### config.mk
export PLATFORM = sky130hd
export DESIGN_NAME = mult_8
export DESIGN_NICKNAME = d
export VERILOG_FILES = /design/src/verilog/mult_cfg_pkg.sv /design/src/verilog/mult_types_pkg.sv /design/src/verilog/mult_8.sv /design/src/verilog/mult_product_assembler.sv /design/src/verilog/mult_add_shift.sv /design/src/verilog/mult_bit_sequencer.sv
export SDC_FILE = /design/constraint.sdc
export NUM_CORES = 1
export LEC_CHECK = 0
export BUFFER_PORTS_ARGS = -buffer_cell sky130_fd_sc_hd__buf_2
export CAP_MARGIN = 20
export CORE_AREA = 2 2 75 77
export CTS_CLUSTER_DIAMETER = 120
export DETAILED_ROUTE_END_ITERATION = 8
export DIE_AREA = 0 0 77 79
export PLACE_DENSITY = 0.72
export SLEW_MARGIN = 20
export SYNTH_ARGS = -nofsm -noshare
export SYNTH_HDL_FRONTEND = slang
export SYNTH_SLANG_ARGS = --single-unit
export TNS_END_PERCENT = 10
### constraint.sdc
create_clock -name clk -period 4.1 [get_ports clk]
set_input_delay 0.82 -clock clk [delete_from_list [all_inputs] [get_ports clk]]
set_output_delay 0.82 -clock clk [all_outputs]
set_load 0.02 [all_outputs]
### src/verilog/mult_cfg_pkg.sv
package mult_cfg_pkg;

   // operand width in bits.
   localparam int unsigned op_width = 8;

   // one add-shift step per multiplier bit.
   localparam int unsigned step_count = 8;

   // width of the multiplier bit index.
   localparam int unsigned idx_width = 3;

   // index of the final step.
   localparam int unsigned last_idx = step_count - 1;

endpackage
### src/verilog/mult_types_pkg.sv
package mult_types_pkg;

   import mult_cfg_pkg::*;

   // one operand byte that also serves as the partial product and each product half.
   typedef logic [op_width-1:0] operand_t;

   // position of a multiplier bit.
   typedef logic [idx_width-1:0] bit_idx_t;

   // sequencer states.
   typedef enum logic [0:0] {
      seq_idle = 1'b0,
      seq_run  = 1'b1
   } seq_state_t;

endpackage

### src/verilog/mult_8.sv
`timescale 1ns/1ps

module mult_8
   import mult_types_pkg::*;
(
   input  logic     clk,
   input  logic     rst_n,
   input  logic     start,
   input  operand_t multiplier,
   input  operand_t multiplicand,
   output logic     busy,
   output logic     done,
   output operand_t product_lo,
   output operand_t product_hi
);

   logic     clear;
   logic     step;
   logic     last;
   logic     cur_bit;
   bit_idx_t bit_idx;
   operand_t multiplicand_q;
   logic     low_bit;
   operand_t next_acc;

   mult_bit_sequencer u_seq (
      .clk            (clk),
      .rst_n          (rst_n),
      .start          (start),
      .multiplier     (multiplier),
      .multiplicand   (multiplicand),
      .busy           (busy),
      .clear          (clear),
      .step           (step),
      .last           (last),
      .cur_bit        (cur_bit),
      .bit_idx        (bit_idx),
      .multiplicand_q (multiplicand_q)
   );

   mult_add_shift u_add_shift (
      .clk            (clk),
      .rst_n          (rst_n),
      .clear          (clear),
      .step           (step),
      .cur_bit        (cur_bit),
      .multiplicand_q (multiplicand_q),
      .low_bit        (low_bit),
      .next_acc       (next_acc)
   );

   mult_product_assembler u_asm (
      .clk        (clk),
      .rst_n      (rst_n),
      .step       (step),
      .last       (last),
      .bit_idx    (bit_idx),
      .low_bit    (low_bit),
      .next_acc   (next_acc),
      .product_lo (product_lo),
      .product_hi (product_hi),
      .done       (done)
   );

endmodule

### src/verilog/mult_product_assembler.sv
`timescale 1ns/1ps

module mult_product_assembler
   import mult_types_pkg::*;
(
   input  logic     clk,
   input  logic     rst_n,
   input  logic     step,
   input  logic     last,
   input  bit_idx_t bit_idx,
   input  logic     low_bit,
   input  operand_t next_acc,
   output operand_t product_lo,
   output operand_t product_hi,
   output logic     done
);

   // bits shifted out so far are stored by position.
   operand_t low_q;

   // low byte with the current bit already in place.
   operand_t low_next;

   always_comb begin
      low_next          = low_q;
      low_next[bit_idx] = low_bit;
   end

   always_ff @(posedge clk) begin
      if (step) begin
         low_q <= low_next;
      end
   end

   // both halves are taken on the edge of the final step.
   always_ff @(posedge clk) begin
      if (!rst_n) begin
         product_lo <= '0;
         product_hi <= '0;
      end else if (step && last) begin
         product_lo <= low_next;
         product_hi <= next_acc;
      end
   end

   always_ff @(posedge clk) begin
      if (!rst_n) begin
         done <= 1'b0;
      end else begin
         done <= step && last;
      end
   end

endmodule

### src/verilog/mult_add_shift.sv
`timescale 1ns/1ps

module mult_add_shift
   import mult_cfg_pkg::*;
   import mult_types_pkg::*;
(
   input  logic     clk,
   input  logic     rst_n,
   input  logic     clear,
   input  logic     step,
   input  logic     cur_bit,
   input  operand_t multiplicand_q,
   output logic     low_bit,
   output operand_t next_acc
);

   // running high byte of the partial product.
   operand_t acc;

   // multiplicand or zero, picked by the current multiplier bit.
   operand_t addend;

   // one extra bit so the carry survives the add.
   logic [op_width:0] sum;

   assign addend = cur_bit ? multiplicand_q : '0;

   always_comb begin
      sum = {1'b0, acc} + {1'b0, addend};
   end

   // halving moves the carry into the msb and drops bit 0.
   assign next_acc = sum[op_width:1];
   assign low_bit  = sum[0];

   always_ff @(posedge clk) begin
      if (!rst_n) begin
         acc <= '0;
      end else if (clear) begin
         acc <= '0;
      end else if (step) begin
         acc <= next_acc;
      end
   end

endmodule

### src/verilog/mult_bit_sequencer.sv
`timescale 1ns/1ps

module mult_bit_sequencer
   import mult_cfg_pkg::*;
   import mult_types_pkg::*;
(
   input  logic     clk,
   input  logic     rst_n,
   input  logic     start,
   input  operand_t multiplier,
   input  operand_t multiplicand,
   output logic     busy,
   output logic     clear,
   output logic     step,
   output logic     last,
   output logic     cur_bit,
   output bit_idx_t bit_idx,
   output operand_t multiplicand_q
);

   seq_state_t state;
   seq_state_t state_next;
   bit_idx_t   cnt;
   operand_t   multiplier_q;
   logic       accept;
   logic       at_last;

   // start only counts while idle.
   assign accept  = start && (state == seq_idle);
   assign at_last = (cnt == bit_idx_t'(last_idx));

   always_comb begin
      state_next = state;
      case (state)
         seq_idle: begin
            if (accept) begin
               state_next = seq_run;
            end
         end
         seq_run: begin
            // the last step hands back to idle on the same edge.
            if (at_last) begin
               state_next = seq_idle;
            end
         end
         default: begin
            state_next = seq_idle;
         end
      endcase
   end

   always_ff @(posedge clk) begin
      if (!rst_n) begin
         state <= seq_idle;
      end else begin
         state <= state_next;
      end
   end

   // the bit counter walks 0 to 7 while running.
   always_ff @(posedge clk) begin
      if (!rst_n) begin
         cnt <= '0;
      end else if (accept) begin
         cnt <= '0;
      end else if (state == seq_run) begin
         cnt <= cnt + 1'b1;
      end
   end

   // operands are held for the whole product.
   always_ff @(posedge clk) begin
      if (accept) begin
         multiplier_q   <= multiplier;
         multiplicand_q <= multiplicand;
      end
   end

   assign busy  = (state == seq_run);
   assign step  = (state == seq_run);
   assign clear = accept;
   assign last  = step && at_last;

   // select the multiplier bit for this step.
   assign cur_bit = multiplier_q[cnt];
   assign bit_idx = cnt;

endmodule

==> impl_metrics.env <==
export IMPL_syn_nets=218
export IMPL_ys_seq_elements=53
export IMPL_peakVddDrop_uv=185
export IMPL_grt_pass1_wl_mm=7.30
export IMPL_synth_area_mm2=0.00232
export IMPL_outcome="complete, no violations"
export IMPL_drv_cap=0
export IMPL_clk_pin_slew_ns=0.10
export IMPL_crit_path_top_delay_cell="dfxtp_1"
export IMPL_hold_path_class="reg2reg"
export IMPL_grt_ovfl_total=0
export IMPL_cts_buffers=5
export IMPL_worstPathArrival_ns=3.48
export IMPL_ctsRootBufferMaster="clkbuf_8"
export IMPL_clock_latency_ns=0.31
export IMPL_fin_area_mm2=0.00267
export IMPL_yosysUniqueCellTypes=45
export IMPL_via_count=1555
export IMPL_drc=0
export IMPL_synthCells=188
export IMPL_p_leak_nw=1.07
export IMPL_rsz0062_at_grt="no"
export IMPL_dp_hpwl_mm=3.02
export IMPL_gp_congestion=0.851
export IMPL_grt_pass1_vias=1501
export IMPL_drtPass1Iterations=4
export IMPL_finalSetupViolCount=0
export IMPL_dp_slack_ns=0.856
export IMPL_nets=254
export IMPL_async_reset_ff_share_pct=0
export IMPL_power_density_mw_per_mm2=376
export IMPL_fin_skew_ns=0.0108
export IMPL_placed_cell_area_mm2=0.00256
export IMPL_ys_seq_area_share_pct=56.0
export IMPL_cts_tree="done"
export IMPL_clockBufferDepth=2
export IMPL_dieArea_mm2=0.00608
export IMPL_diodes=0
export IMPL_period_needed_ns=3.26
export IMPL_critPathKind="reg2reg"
export IMPL_initial_core_util_pct=43.5
export IMPL_clock_sinks=53
export IMPL_coreArea_mm2=0.00534
export IMPL_ant_nets=0
export IMPL_slowest_delay_ns=0.61
export IMPL_wl_mm=4.23
export IMPL_core_rowCount=27
export IMPL_drive_gt1_share_pct=27.6
export IMPL_crit_fanout=12
export IMPL_max_clock_freq_ghz=0.307
export IMPL_setup_tns_ns=0
export IMPL_via_per_inst=5.24
export IMPL_hold_viol=0
export IMPL_tightest_slew_ns=0.779
export IMPL_fin_ws_ns=0.841
export IMPL_drv_slew=0
export IMPL_start_kind="flip-flop"
export IMPL_worstPathRequired_ns=4.32
export IMPL_finalCritPeriodShare_pct=79.5
export IMPL_synth_edff_count=24
export IMPL_die_x_um=77
export IMPL_grt_max_degree=21
export IMPL_ctsHoldBuffers=0
export IMPL_cts_setup_buffers=0
export IMPL_slew_headroom_pct=47.7
export IMPL_grt_antenna_before_repair=0
export IMPL_htreeDepth=2
export IMPL_postCtsResizedCells=0
export IMPL_ios=37
export IMPL_nFillCells=519
export IMPL_drt_iter0_markers=90
export IMPL_syn_area_per_cell_um2=12.4
export IMPL_area_growth_pct=14.7
export IMPL_fp_dieH_um=79
export IMPL_synth_ff_type="dfxtp_1"
export IMPL_gr_usage_all_layers_pct=15.1
export IMPL_routedWlPerCell_um=14.3
export IMPL_yosysWarningCount=0
export IMPL_worstPathCellList="mux4_2 > mux2i_4 > nor2b_1 > ha_1 > fa_1 > a21o_1 > a311oi_1 > nor2_1 > o32ai_1"
export IMPL_io_buffers=36
export IMPL_end_kind="flip-flop"
## routing by layer
| metal | share of wire, % | GRT usage [%] | wire length (um) |
|---|---|---|---|
| met1 | 48 | 19.5 | 2030 |
| met2 | 47 | 24.9 | 1980 |
| met3 | 3.5 | 3.64 | 149 |
| met4 | 1.6 | 5.54 | 69 |
| met5 | 0 | 0 | 0 |
## layout by cell type, fill, tap and decap left out, types with 2 or more instances in the layout
cell type and n:
dfxtp_1 29, clkbuf_8 6, nor3b_1 2, buf_2 36
nand2b_1 3, nand3b_1 3, mux4_2 2, mux2_2 8
nor2b_1 8, o21ai_0 7, mux2i_1 3, nor2_1 9
a32o_1 3, nand3_1 7, a21oi_1 5, buf_4 2
a22o_1 9, nand2_1 8, or3_1 4, edfxtp_1 24
o31ai_1 2, a21o_1 2, a211oi_1 3, ha_1 10
xnor2_1 2, o2111ai_1 2, inv_1 5
## synth_stat cells, drive strengths merged, types with 2 or more instances
cell | instances | area share [%]
inv | 5 | 0.81
nor3b | 2 | 0.65
xnor2 | 2 | 0.75
nand3 | 7 | 1.5
buf | 8 | 1.7
a32o | 3 | 1.3
nor2b | 8 | 2.2
dfxtp | 29 | 25
nand2b | 3 | 0.81
a22o | 9 | 3.4
or3 | 4 | 1.1
o2111ai | 2 | 0.75
edfxtp | 24 | 31
o31ai | 2 | 0.65
nand3b | 3 | 0.97
mux4 | 2 | 1.9
mux2 | 8 | 3.9
ha | 10 | 5.4
a21o | 2 | 0.65
nor2 | 9 | 1.5
a21oi | 6 | 1.5
o21ai | 8 | 1.7
mux2i | 4 | 2.3
nand2 | 8 | 1.3
a211oi | 3 | 0.97
## worst max-delay path, delay by kind of cell, from the launching register on
family | cells | cell delay, ns
AOI/OAI and AO/OA | 3 | 0.85
adders and majority gates | 2 | 0.63
DFF | 1 | 0.61
muxes | 2 | 0.88
and+or+nand+nor | 2 | 0.21
## cell families (layout without fill, tap and decap cells)
logic type	Yosys count	after routing	synth area share (%)
adders and majority gates	11	11	6.25
and+or+nand+nor	47	47	10.9
AOI/OAI and AO/OA	46	46	14.9
muxes	14	14	8.08
DFF	53	53	56.0
buffers and inverters	14	51	2.69
xor gates and xnor gates	3	3	1.13
## final timing paths
| check | slack, ns | depth (start not counted) | startpoint | end |
|---|---|---|---|---|
| setup / recovery | 0.84 | 9 | u_seq.bit_idx[2] | u_add_shift.acc[5] |
| hold reg to reg | 0.47 | 1 | u_asm.product_hi[6] | u_asm.product_hi[6] |
| hold / removal | 0.47 | 1 | u_asm.product_hi[6] | u_asm.product_hi[6] |
| setup reg to reg | 0.84 | 9 | u_seq.bit_idx[2] | u_add_shift.acc[5] |
## per-stage QoR
| step | cells | total power, mW | hold WS, ns | utilization (%) |
|---|---|---|---|---|
| 2_1_floorplan | 188 | 0.666 | 0.454 | - |
| 3_3_place_gp | 289 | 0.693 | 0.446 | 48.1 |
| 3_5_place_dp | 289 | 0.695 | 0.448 | 48.1 |
| 4_1_cts | 297 | 1.01 | 0.471 | 49.9 |
| 5_1_grt | 297 | 1.05 | 0.482 | 49.9 |
| 6_report | 297 | 1.00 | 0.472 | 49.9 |
## state kept, by name, indices dropped and copies added (netlist names)
register and count:
u_add_shift.acc 8, u_asm.product_lo 8, u_seq.busy 1, u_seq.multiplier_q 8, u_seq.multiplicand_q 8, u_seq.bit_idx 3
u_asm.done 1, u_asm.product_hi 8, u_asm.low_q 8
## report_power, final
group	internal, mW	total, mW	switching [mW]
clock network	0.141	0.318	0.178
logic	0.0425	0.0962	0.0537
registers	0.574	0.587	0.0131
## area by class of cell
| class | count | area (um^2) | share of cell area (%) |
|---|---|---|---|
| clock inverters | 2 | 17.5 | 0.657 |
| repair buffers | 38 | 195 | 7.32 |
| well taps | 72 | 90.1 | 3.38 |
| flip-flops and latches | 53 | 1300 | 48.8 |
| clock buffers | 6 | 82.6 | 3.10 |
| multi-input cells | 121 | 960 | 36.0 |
| inverters | 5 | 18.8 | 0.704 |
Note: power is estimated with default switching activity, not from simulation.
